--- src/rtl/lane_bus_pkg.sv ---
package lane_bus_pkg;

  ////////////////////////////////////////
  // Shared operand bus owners
  ////////////////////////////////////////

  // Unit that currently owns the slide/addrgen operand bus
  typedef enum logic [1:0] {
    owner_slide   = 2'd0,
    owner_addrgen = 2'd1,
    owner_alu_red = 2'd2,
    owner_fpu_red = 2'd3
  } bus_owner_e;

  ////////////////////////////////////////
  // Default sizes
  ////////////////////////////////////////

  // Width of one element word on the bus
  localparam int unsigned default_elen_width = 64;

  // Operations in flight, one record entry each
  localparam int unsigned default_order_depth = 8;

endpackage

--- src/rtl/vinsn_pkg.sv ---
package vinsn_pkg;

  // Reduced operation code
  // Only the codes the bus arbiter decodes are listed, plus a few plain ones
  typedef enum logic [5:0] {
    vop_vadd,
    vop_vsub,
    vop_vand,
    vop_vor,
    vop_vxor,
    vop_vmul,
    vop_vfadd,
    vop_vfmul,
    vop_vle,
    vop_vse,
    vop_vslideup,
    vop_vslidedown,
    vop_vlxe,
    vop_vsxe,
    // Integer reductions, contiguous range
    vop_vredsum,
    vop_vredand,
    vop_vredor,
    vop_vredxor,
    vop_vredminu,
    vop_vredmin,
    vop_vredmaxu,
    vop_vredmax,
    vop_vwredsumu,
    vop_vwredsum,
    // FP reductions, contiguous range
    vop_vfredusum,
    vop_vfredosum,
    vop_vfredmin,
    vop_vfredmax,
    vop_vfwredusum,
    vop_vfwredosum
  } vop_e;

  // Range bounds of the reduction codes
  localparam vop_e alu_red_first = vop_vredsum;
  localparam vop_e alu_red_last  = vop_vwredsum;
  localparam vop_e fpu_red_first = vop_vfredusum;
  localparam vop_e fpu_red_last  = vop_vfwredosum;

endpackage
--- src/rtl/lane_bus_arbiter.sv ---
`timescale 1ns/1ns

module lane_bus_arbiter #(
  parameter int unsigned elen_width  = lane_bus_pkg::default_elen_width,
  parameter int unsigned order_depth = lane_bus_pkg::default_order_depth
) (
  input  logic                    clk_i,
  input  logic                    arst_n_i,
  input  logic                    flush_i,
  // Issue and completion
  input  logic                    vfu_op_valid_i,
  input  vinsn_pkg::vop_e         vfu_op_i,
  input  logic                    slide_cmd_pop_i,
  input  logic                    alu_red_complete_i,
  input  logic                    fpu_red_complete_i,
  // Stream sources
  input  logic [elen_width-1:0]   opq_data_i,
  input  logic                    opq_valid_i,
  output logic                    opq_ready_o,
  input  logic [elen_width-1:0]   alu_red_data_i,
  input  logic                    alu_red_valid_i,
  output logic                    alu_red_gnt_o,
  input  logic [elen_width-1:0]   fpu_red_data_i,
  input  logic                    fpu_red_valid_i,
  output logic                    fpu_red_gnt_o,
  // Shared bus to slide unit and address generator
  output logic [elen_width-1:0]   shared_operand_o,
  output logic                    sldu_operand_valid_o,
  input  logic                    sldu_operand_ready_i,
  output logic                    addrgen_operand_valid_o,
  input  logic                    addrgen_operand_ready_i,
  // Reduction return path
  input  logic                    sldu_red_valid_i,
  output logic                    alu_red_in_valid_o,
  output logic                    fpu_red_in_valid_o,
  input  logic                    alu_red_in_ready_i,
  input  logic                    fpu_red_in_ready_i,
  input  logic                    sldu_result_gnt_opq_i,
  output logic                    sldu_result_gnt_o,
  // Mask stream
  input  logic [elen_width/8-1:0] mask_i,
  input  logic                    mask_valid_i,
  output logic                    mask_ready_o,
  output logic [elen_width/8-1:0] mask_o,
  output logic                    mask_valid_o,
  input  logic                    mask_ready_i
);

  import lane_bus_pkg::*;

  bus_owner_e owner;

  ////////////////////////////////////////
  // Bus order
  ////////////////////////////////////////

  bus_order_ctrl #(
    .order_depth(order_depth)
  ) i_bus_order_ctrl (
    .clk_i             (clk_i             ),
    .arst_n_i          (arst_n_i          ),
    .flush_i           (flush_i           ),
    .vfu_op_valid_i    (vfu_op_valid_i    ),
    .vfu_op_i          (vfu_op_i          ),
    .slide_cmd_pop_i   (slide_cmd_pop_i   ),
    .alu_red_complete_i(alu_red_complete_i),
    .fpu_red_complete_i(fpu_red_complete_i),
    .owner_o           (owner             )
  );

  // Steering of the shared bus
  bus_steer #(
    .elen_width(elen_width)
  ) i_bus_steer (
    .owner_i                (owner                  ),
    .opq_data_i             (opq_data_i             ),
    .opq_valid_i            (opq_valid_i            ),
    .opq_ready_o            (opq_ready_o            ),
    .alu_red_data_i         (alu_red_data_i         ),
    .alu_red_valid_i        (alu_red_valid_i        ),
    .alu_red_gnt_o          (alu_red_gnt_o          ),
    .fpu_red_data_i         (fpu_red_data_i         ),
    .fpu_red_valid_i        (fpu_red_valid_i        ),
    .fpu_red_gnt_o          (fpu_red_gnt_o          ),
    .shared_operand_o       (shared_operand_o       ),
    .sldu_operand_valid_o   (sldu_operand_valid_o   ),
    .sldu_operand_ready_i   (sldu_operand_ready_i   ),
    .addrgen_operand_valid_o(addrgen_operand_valid_o),
    .addrgen_operand_ready_i(addrgen_operand_ready_i),
    .sldu_red_valid_i       (sldu_red_valid_i       ),
    .alu_red_in_valid_o     (alu_red_in_valid_o     ),
    .fpu_red_in_valid_o     (fpu_red_in_valid_o     ),
    .alu_red_in_ready_i     (alu_red_in_ready_i     ),
    .fpu_red_in_ready_i     (fpu_red_in_ready_i     ),
    .sldu_result_gnt_opq_i  (sldu_result_gnt_opq_i  ),
    .sldu_result_gnt_o      (sldu_result_gnt_o      )
  );

  // Cuts the mask ready path
  mask_spill_register #(
    .elen_width(elen_width)
  ) i_mask_spill_register (
    .clk_i       (clk_i       ),
    .arst_n_i    (arst_n_i    ),
    .mask_i      (mask_i      ),
    .mask_valid_i(mask_valid_i),
    .mask_ready_o(mask_ready_o),
    .mask_o      (mask_o      ),
    .mask_valid_o(mask_valid_o),
    .mask_ready_i(mask_ready_i)
  );

endmodule

--- src/rtl/mask_spill_register.sv ---
`timescale 1ns/1ns

module mask_spill_register #(
  parameter int unsigned elen_width = lane_bus_pkg::default_elen_width
) (
  input  logic                    clk_i,
  input  logic                    arst_n_i,
  input  logic [elen_width/8-1:0] mask_i,
  input  logic                    mask_valid_i,
  output logic                    mask_ready_o,
  output logic [elen_width/8-1:0] mask_o,
  output logic                    mask_valid_o,
  input  logic                    mask_ready_i
);

  localparam int unsigned mask_width = elen_width / 8;

  logic                  main_full_q;
  logic                  spill_full_q;
  logic [mask_width-1:0] main_data_q;
  logic [mask_width-1:0] spill_data_q;
  logic                  main_fill;
  logic                  main_drain;
  logic                  spill_fill;
  logic                  spill_drain;

  // Main slot takes new words
  assign main_fill  = mask_valid_i & mask_ready_o;
  // Main slot empties whenever the spill slot is free
  assign main_drain = main_full_q & ~spill_full_q;

  // Stalled output moves the main word into the spill slot
  assign spill_fill  = main_drain & ~mask_ready_i;
  assign spill_drain = spill_full_q & mask_ready_i;

  ////////////////////////////////////////
  // Slot state
  ////////////////////////////////////////

  always_ff @(posedge clk_i or negedge arst_n_i) begin
    if (!arst_n_i) begin
      main_full_q  <= 1'b0;
      spill_full_q <= 1'b0;
    end else begin
      if (main_fill) begin
        main_full_q <= 1'b1;
      end else if (main_drain) begin
        main_full_q <= 1'b0;
      end
      if (spill_fill) begin
        spill_full_q <= 1'b1;
      end else if (spill_drain) begin
        spill_full_q <= 1'b0;
      end
    end
  end

  always_ff @(posedge clk_i) begin
    if (main_fill) begin
      main_data_q <= mask_i;
    end
    if (spill_fill) begin
      spill_data_q <= main_data_q;
    end
  end

  // Ready depends on flops only
  assign mask_ready_o = ~(main_full_q & spill_full_q);

  // The spill slot always holds the older word
  assign mask_valid_o = main_full_q | spill_full_q;
  assign mask_o       = spill_full_q ? spill_data_q : main_data_q;

endmodule

--- src/rtl/bus_steer.sv ---
`timescale 1ns/1ns

module bus_steer #(
  parameter int unsigned elen_width = lane_bus_pkg::default_elen_width
) (
  input  lane_bus_pkg::bus_owner_e owner_i,
  // Stream sources
  input  logic [elen_width-1:0]    opq_data_i,
  input  logic                     opq_valid_i,
  output logic                     opq_ready_o,
  input  logic [elen_width-1:0]    alu_red_data_i,
  input  logic                     alu_red_valid_i,
  output logic                     alu_red_gnt_o,
  input  logic [elen_width-1:0]    fpu_red_data_i,
  input  logic                     fpu_red_valid_i,
  output logic                     fpu_red_gnt_o,
  // Shared bus
  output logic [elen_width-1:0]    shared_operand_o,
  output logic                     sldu_operand_valid_o,
  input  logic                     sldu_operand_ready_i,
  output logic                     addrgen_operand_valid_o,
  input  logic                     addrgen_operand_ready_i,
  // Reduction return path
  input  logic                     sldu_red_valid_i,
  output logic                     alu_red_in_valid_o,
  output logic                     fpu_red_in_valid_o,
  input  logic                     alu_red_in_ready_i,
  input  logic                     fpu_red_in_ready_i,
  input  logic                     sldu_result_gnt_opq_i,
  output logic                     sldu_result_gnt_o
);

  import lane_bus_pkg::*;

  // Source choice on the shared bus
  localparam logic [1:0] src_opq = 2'd0;
  localparam logic [1:0] src_alu = 2'd1;
  localparam logic [1:0] src_fpu = 2'd2;

  logic [1:0] src_sel;

  always_comb begin
    unique case (owner_i)
      owner_alu_red: src_sel = src_alu;
      owner_fpu_red: src_sel = src_fpu;
      default:       src_sel = src_opq;
    endcase
  end

  ////////////////////////////////////////
  // Forward stream mux
  ////////////////////////////////////////

  always_comb begin
    shared_operand_o        = opq_data_i;
    sldu_operand_valid_o    = 1'b0;
    addrgen_operand_valid_o = 1'b0;
    opq_ready_o             = 1'b0;
    alu_red_gnt_o           = 1'b0;
    fpu_red_gnt_o           = 1'b0;

    case (src_sel)
      src_alu: begin
        shared_operand_o     = alu_red_data_i;
        sldu_operand_valid_o = alu_red_valid_i;
        alu_red_gnt_o        = sldu_operand_ready_i;
      end
      src_fpu: begin
        shared_operand_o     = fpu_red_data_i;
        sldu_operand_valid_o = fpu_red_valid_i;
        fpu_red_gnt_o        = sldu_operand_ready_i;
      end
      default: begin
        // Operand queue goes to whichever consumer owns the bus
        if (owner_i == owner_addrgen) begin
          addrgen_operand_valid_o = opq_valid_i;
          opq_ready_o             = addrgen_operand_ready_i;
        end else begin
          sldu_operand_valid_o = opq_valid_i;
          opq_ready_o          = sldu_operand_ready_i;
        end
      end
    endcase
  end

  // Reduction results return from the slide unit
  assign alu_red_in_valid_o = sldu_red_valid_i & (owner_i == owner_alu_red);
  assign fpu_red_in_valid_o = sldu_red_valid_i & (owner_i == owner_fpu_red);
  assign sldu_result_gnt_o  = (src_sel == src_alu) ? alu_red_in_ready_i :
                              (src_sel == src_fpu) ? fpu_red_in_ready_i :
                                                     sldu_result_gnt_opq_i;

endmodule

--- src/rtl/bus_order_ctrl.sv ---
`timescale 1ns/1ns

module bus_order_ctrl #(
  parameter int unsigned order_depth = lane_bus_pkg::default_order_depth
) (
  input  logic                     clk_i,
  input  logic                     arst_n_i,
  input  logic                     flush_i,
  input  logic                     vfu_op_valid_i,
  input  vinsn_pkg::vop_e          vfu_op_i,
  input  logic                     slide_cmd_pop_i,
  input  logic                     alu_red_complete_i,
  input  logic                     fpu_red_complete_i,
  output lane_bus_pkg::bus_owner_e owner_o
);

  import vinsn_pkg::*;
  import lane_bus_pkg::*;

  localparam int unsigned ptr_width = (order_depth > 1) ? $clog2(order_depth) : 1;
  localparam int unsigned cnt_width = $clog2(order_depth + 1);

  logic                 op_valid_q;
  vop_e                 op_q;
  logic                 push;
  logic                 pop;
  bus_owner_e           push_owner;
  bus_owner_e           head_owner;
  bus_owner_e           record [order_depth];
  logic [ptr_width-1:0] rd_ptr_q;
  logic [ptr_width-1:0] wr_ptr_q;
  logic [cnt_width-1:0] count_q;
  logic                 empty;
  logic                 full;

  // Issue stage register, breaks the path from the sequencer
  always_ff @(posedge clk_i or negedge arst_n_i) begin
    if (!arst_n_i) begin
      op_valid_q <= 1'b0;
    end else begin
      op_valid_q <= vfu_op_valid_i;
    end
  end

  always_ff @(posedge clk_i) begin
    op_q <= vfu_op_i;
  end

  assign empty      = (count_q == '0);
  assign full       = (count_q == cnt_width'(order_depth));
  assign head_owner = record[rd_ptr_q];
  assign owner_o    = empty ? owner_slide : head_owner;

  ////////////////////////////////////////
  // Classify and pop
  ////////////////////////////////////////

  always_comb begin
    push       = 1'b0;
    push_owner = owner_slide;
    pop        = 1'b0;

    if (op_valid_q) begin
      case (op_q) inside
        vop_vslideup, vop_vslidedown: begin
          push_owner = owner_slide;
          push       = 1'b1;
        end
        vop_vlxe, vop_vsxe: begin
          push_owner = owner_addrgen;
          push       = 1'b1;
        end
        [alu_red_first:alu_red_last]: begin
          push_owner = owner_alu_red;
          push       = 1'b1;
        end
        [fpu_red_first:fpu_red_last]: begin
          push_owner = owner_fpu_red;
          push       = 1'b1;
        end
        default: ;
      endcase
    end

    // Retire the head on its own completion strobe
    if (!empty) begin
      unique case (head_owner)
        owner_slide, owner_addrgen: pop = slide_cmd_pop_i;
        owner_alu_red:              pop = alu_red_complete_i;
        owner_fpu_red:              pop = fpu_red_complete_i;
      endcase
    end

    // Full record drops the push; flush discards it
    if (full || flush_i) begin
      push = 1'b0;
    end
  end

  ////////////////////////////////////////
  // Ordered owner record
  ////////////////////////////////////////

  always_ff @(posedge clk_i or negedge arst_n_i) begin
    if (!arst_n_i) begin
      rd_ptr_q <= '0;
      wr_ptr_q <= '0;
      count_q  <= '0;
    end else if (flush_i) begin
      rd_ptr_q <= '0;
      wr_ptr_q <= '0;
      count_q  <= '0;
    end else begin
      if (push) begin
        wr_ptr_q <= (wr_ptr_q == ptr_width'(order_depth - 1)) ? '0 : wr_ptr_q + 1'b1;
      end
      if (pop) begin
        rd_ptr_q <= (rd_ptr_q == ptr_width'(order_depth - 1)) ? '0 : rd_ptr_q + 1'b1;
      end
      if (push && !pop) begin
        count_q <= count_q + 1'b1;
      end else if (pop && !push) begin
        count_q <= count_q - 1'b1;
      end
    end
  end

  always_ff @(posedge clk_i) begin
    if (push) begin
      record[wr_ptr_q] <= push_owner;
    end
  end

endmodule

--- config.mk ---
export PLATFORM = sky130hd
export DESIGN_NAME = lane_bus_arbiter
export DESIGN_NICKNAME = d
export VERILOG_FILES = /design/src/rtl/lane_bus_pkg.sv /design/src/rtl/vinsn_pkg.sv /design/src/rtl/lane_bus_arbiter.sv /design/src/rtl/mask_spill_register.sv /design/src/rtl/bus_steer.sv /design/src/rtl/bus_order_ctrl.sv
export SDC_FILE = /design/constraint.sdc
export NUM_CORES = 1
export LEC_CHECK = 0
export ABC_AREA = 1
export BUFFER_PORTS_ARGS = -buffer_cell sky130_fd_sc_hd__buf_2
export CAP_MARGIN = 20
export CORE_AREA = 4 4 118 120
export CTS_CLUSTER_SIZE = 14
export DETAILED_ROUTE_END_ITERATION = 12
export DIE_AREA = 0 0 122 124
export GPL_TIMING_DRIVEN = 0
export REMOVE_ABC_BUFFERS = 1
export SYNTH_ARGS = -nofsm -noshare
export SYNTH_HDL_FRONTEND = slang
export SYNTH_SLANG_ARGS = --single-unit
--- constraint.sdc ---
create_clock -name clk_i -period 3.5 [get_ports clk_i]
set_clock_uncertainty 0.15 [all_clocks]
set_input_delay 0.35 -clock clk_i [delete_from_list [all_inputs] [get_ports clk_i]]
set_output_delay 0.35 -clock clk_i [all_outputs]
set_load 0.1 [all_outputs]
==> qor.csv, run 1 <==
metric,value,unit
outcome,finished clean,
fin_crit,3.36,ns
max_slew_margin,0.462,
place.gp.congestion,0.941,
die-height,124,um
synthMostInstantiatedCell,nand2_1,
drc,0,
first_global_vias,4405,
first_pass_iters,5,
dpl.hpwl,17.5,mm
vias,4995,
grt_pass1_wl,27.8,mm
synthArstFlopShare,0.260,
synth_edf_count,32,
fmaxAchievable,297,MHz
cp.required,3.00,ns
wl_per_cell,21.0,um
layout-drive-gt1-share,0.405,
drtIter0Drc,324,
grt_max_degree,46,
ys_types,31,
clkSlewWorstSetupHoldPaths,0.07,ns
maxCapViolCount,0,
clock_path_buffers,2,
yosysWarnings,0,
grt_antenna_before_repair,4,
fin_crit_sh,0.961,
htreeDepth,2,
layout_setup_ws,0.136,ns
crit_type,reg2out,
pre_cts_ws,-0.486,ns
netlist_area,3670,um^2
synthDominantCellAreaShare,0.261,
synth.area.top_cells,"edfxtp_1 26%, nand3_1 21%, nand2_1 20%",
setup.reg_to_reg.worst_slack,0.58,ns
cts_root_buffer,clkbuf_16,
synth.top_cells.by_count,"197 x nand2_1, 156 x nand3_1, 42 x inv_1",
cp_max_fo,40,
tightest_slew,0.806,ns
grt_use_total,0.256,
gr-total-overflow,0,
synth_cells,545,
hp-class,in2reg,
start_util,0.283,
hold_violations,0,
drtAntennaViolNets,0,
critPathArrivalTime,2.86,ns
cts.sinks,50,
finalMaxSlewViolations,0,
io_pins,306,
fp-row-count,42,
setup_viol,0,
insertedDiodeCount,0,
critPathCaptureType,output port,
nets,1073,
cts_buffers,5,
die_x,122,um
worstSkewPairLatency,0.29,ns
ys_ff_latch,50,
synth_top_flop_cell,edfxtp_1,
startpoint_type,register,
cts_tree,built,
synthToLayoutAreaGrowth,57.2,%
synth_top_area_cell,edfxtp_1,
coreArea,13000,um^2
portBuffers,304,
via_per_inst,4.90,
dieArea,15100,um^2
yosysSeqAreaShare,0.377,
routed_wl,21.4,mm
syn_avg_cell_area,6.74,um^2
-- path summary, 6_finish.rpt --
check / from / to / depth (start not counted)
max: i_bus_order_ctrl.rd_ptr_q[0] / shared_operand_o[42] / 14
min: vfu_op_i[4] / i_bus_order_ctrl.op_q[4] / 1
max reg2reg: i_bus_order_ctrl.rd_ptr_q[0] / i_bus_order_ctrl.count_q[3] / 17
min reg2reg: i_mask_spill_register.main_data_q[2] / i_mask_spill_register.spill_data_q[2] / 0
max in group asynchronous: arst_n_i / i_bus_order_ctrl.rd_ptr_q[0] / 2
min in group asynchronous: arst_n_i / i_mask_spill_register.main_full_q / 2
-- cell families (layout without fill, tap and decap cells) --
kind of cell / Yosys count / in the layout / share of synthesized area
compound gates: 18 / 18 / 0.0272
xor+xnor: 2 / 2 / 0.00477
fa+ha+maj: 7 / 7 / 0.0259
buf+inv: 75 / 372 / 0.0940
flops: 50 / 50 / 0.377
simple gates: 393 / 394 / 0.471
-- registers in the layout, summed over array words and instances, names as in the netlist --
register                            flops
i_bus_order_ctrl.rd_ptr_q               3
i_bus_order_ctrl.wr_ptr_q               3
i_bus_order_ctrl.record                16
i_bus_order_ctrl.op_valid_q             1
i_mask_spill_register.spill_data_q      8
i_bus_order_ctrl.op_q                   5
i_mask_spill_register.main_full_q       1
i_mask_spill_register.spill_full_q      1
i_mask_spill_register.main_data_q       8
i_bus_order_ctrl.count_q                4
-- critical path, cell delays in order (launching register included) --
cell,delay [ns]
dfrtp_2,0.47
inv_4,0.09
nand2_1,0.07
nand3_1,0.07
nand3_1,0.13
nand2_2,0.13
nor2_4,0.17
buf_12,0.19
inv_4,0.13
nor2_4,0.17
buf_12,0.23
buf_16,0.19
nand2_1,0.07
nand3_1,0.16
buf_6,0.26
-- final cells by class --
type / instances / area (um^2)
clock buffers: 5 / 125
clock inverters: 3 / 43.8
fillers: 1393 / 7200
inverters: 45 / 174
multi-input cells: 421 / 1970
flip-flops and latches: 50 / 1390
well taps: 176 / 220
repair buffers: 319 / 1850
-- through the flow --
step,area [um^2],std cells,TNS [ns],hold WS [ns],utilization
finish,5780,1019,0,0.00665,0.445
global route,5780,1019,-0.00198,0.0000696,0.445
CTS,5630,1011,0,0.00180,0.434
detailed placement,5350,1000,-20.00,0.117,0.412
global placement,5240,995,-166.59,0.117,0.404
floorplan,3500,515,-65.11,-0.0956,-
-- cell usage in the layout, fill, tap and decap left out, drive strengths merged --
cell type / count
bufinv: 1
or2: 1
o21ai: 6
a21oi: 9
dlygate4sd3: 4
dfrtp: 13
buf: 304
xor2: 2
nand4: 3
clkinv: 2
dfxtp: 5
clkbuf: 16
nor3: 6
nand3: 157
nor2: 22
fa: 1
o22ai: 1
inv: 45
edfxtp: 32
nand3b: 1
a22oi: 1
a211oi: 1
ha: 6
nand2: 204
-- metal layers --
metal,vias up,GRT usage,wire (um)
li1,2396,-,-
met1,2250,0.334,8230
met2,319,0.350,8720
met3,22,0.180,4180
met4,8,0.0441,272
met5,-,0,48
-- repair_timing --
action                                  in CTS  in global routing
resized for setup                           33                 19
gates cloned                                 1                  1
hold buffers                                 1                  3
endpoints found under the setup margin      69                 65
setup buffers                                1                  3
pin swaps                                    1                  1
endpoints found under the hold margin       13                  3
Power of run 1 is left out: the tool's default activity adds up to more than one toggle a clock period on the data nets, which glitch-free logic cannot reach.
==> run 2, diff against run 1 <==
RECOVER_POWER = 25   (was not set)
==> run 2 against run 1 <==
Worst hold slack about the same. Final area barely moved. Routed wire length unchanged. Maximum frequency unchanged. Core utilization about the same. Register-to-register slack about the same. Die area is the same. Global-route usage did not move. Via count unchanged. Critical path depth stayed put. First-iteration DRC count is the same. Sequential cell count did not move. Critical path type unchanged. Critical endpoint unchanged. Largest cell class unchanged.
==> qor.csv, run 2 (same netlist as run 1, synthesis figures left out) <==
metric,value,unit
outcome,finished clean,
drtIter0Drc,324,
clock_path_buffers,2,
setup_viol,0,
fin_crit_sh,0.961,
io_pins,306,
reg2reg_to,i_bus_order_ctrl.count_q[3],
insertedDiodeCount,0,
fin_setup_tns,0,ns
layout-drive-gt1-share,0.402,
hold_start,vfu_op_i[4],
first_pass_iters,5,
grt_max_degree,46,
tightest_slew,0.806,ns
vias,4995,
whs,0.00666,ns
routed_wl,21.4,mm
layout_common_cells,"268 x buf_2, 197 x nand2_1, 154 x nand3_1",
fp-row-count,42,
cp.required,3.00,ns
place_inst,1000,
setup.reg_to_reg.worst_slack,0.58,ns
clkSlewWorstSetupHoldPaths,0.07,ns
fill_cells,1392,
first_global_vias,4405,
maxCapViolCount,0,
reg2reg_depth,17,
finalMaxSlewViolations,0,
startpoint_type,register,
portBuffers,304,
critPathCaptureType,output port,
crit_type,reg2out,
grt_antenna_before_repair,4,
reg_top3,"i_bus_order_ctrl.record (16), i_mask_spill_register.main_data_q (8), i_mask_spill_register.spill_data_q (8)",
fmaxAchievable,297,MHz
wl_per_cell,21.0,um
gr-total-overflow,0,
cp_max_fo,40,
crit_path_start,i_bus_order_ctrl.rd_ptr_q[0],
coreArea,13000,um^2
critPathArrivalTime,2.86,ns
drc,0,
via_per_inst,4.90,
final_cells,1019,
reg2reg_from,i_bus_order_ctrl.rd_ptr_q[0],
cts.sinks,50,
worstSkewPairLatency,0.29,ns
endpoint,shared_operand_o[42],
cts_tree,built,
htreeDepth,2,
cts_buffers,5,
largest_reg_flops,16,
cts_root_buffer,clkbuf_16,
hp-class,in2reg,
synthToLayoutAreaGrowth,57.1,%
nets,1073,
dpl.hpwl,17.5,mm
regMostFlops,i_bus_order_ctrl.record,
die_x,122,um
die-height,124,um
final_common_cell,buf_2,
dieArea,15100,um^2
design_area,5770,um^2
start_util,0.283,
grt_use_total,0.256,
placed_area,5350,um^2
fin_crit,3.36,ns
hold_violations,0,
grt_pass1_wl,27.8,mm
drtAntennaViolNets,0,
max_slew_margin,0.462,
place.gp.congestion,0.941,
run 2: how the worst min path moves through the flow:
| stage | depth (start not counted) | end | slack [ns] |
|---|---|---|---|
| floorplan | 0 | i_bus_order_ctrl.count_q[0] | -0.1 |
| global placement | 1 | i_mask_spill_register.main_full_q | 0.12 |
| detailed placement | 1 | i_mask_spill_register.main_full_q | 0.12 |
| CTS | 1 | i_bus_order_ctrl.op_q[1] | 0.002 |
| global route | 1 | i_bus_order_ctrl.op_q[3] | 0.00007 |
| finish | 1 | i_bus_order_ctrl.op_q[4] | 0.007 |
run 2: timing repair:
item                       CTS  global route
cloned                       1             1
hold buffers                 1             3
hold endpoints to repair    13             3
pin swaps                    1             1
setup endpoints to repair   69            65
gates resized for setup     33            19
buffers inserted             1             3
run 2: cell type report:
| type | instances | area, um^2 | share of cell area |
|---|---|---|---|
| Clock inverter | 3 | 43.8 | 0.00759 |
| Tap cell | 176 | 220 | 0.0381 |
| Multi-Input combinational cell | 421 | 1970 | 0.342 |
| Sequential cell | 50 | 1390 | 0.240 |
| Clock buffer | 5 | 125 | 0.0217 |
| Timing Repair Buffer | 319 | 1850 | 0.320 |
| Inverter | 45 | 174 | 0.0301 |
run 2: per-layer routing:
metal,vias up,wire (um),track usage
met3,22,4180,0.180
met2,319,8720,0.350
met1,2250,8230,0.334
met4,8,272,0.0441
met5,-,48,0
li1,2396,-,-
run 2: critical path, stage by stage, from the launching register on:
cell and delay [ns]:
dfrtp_2 0.47, inv_4 0.09, nand2_1 0.07, nand3_1 0.07
nand3_1 0.13, nand2_2 0.13, nor2_4 0.17, buf_12 0.19
inv_4 0.13, nor2_4 0.17, buf_12 0.23, buf_16 0.19
nand2_1 0.07, nand3_1 0.16, buf_6 0.26
run 2: through the flow:
stage,setup WS [ns],utilization
after global routing,-0.00114,0.445
after detailed placement,-0.486,0.412
after floorplan,-1.52,-
final,0.136,0.445
after global placement,-2.53,0.404
after CTS,0.00901,0.434
Power of run 2 is left out for the same reason.
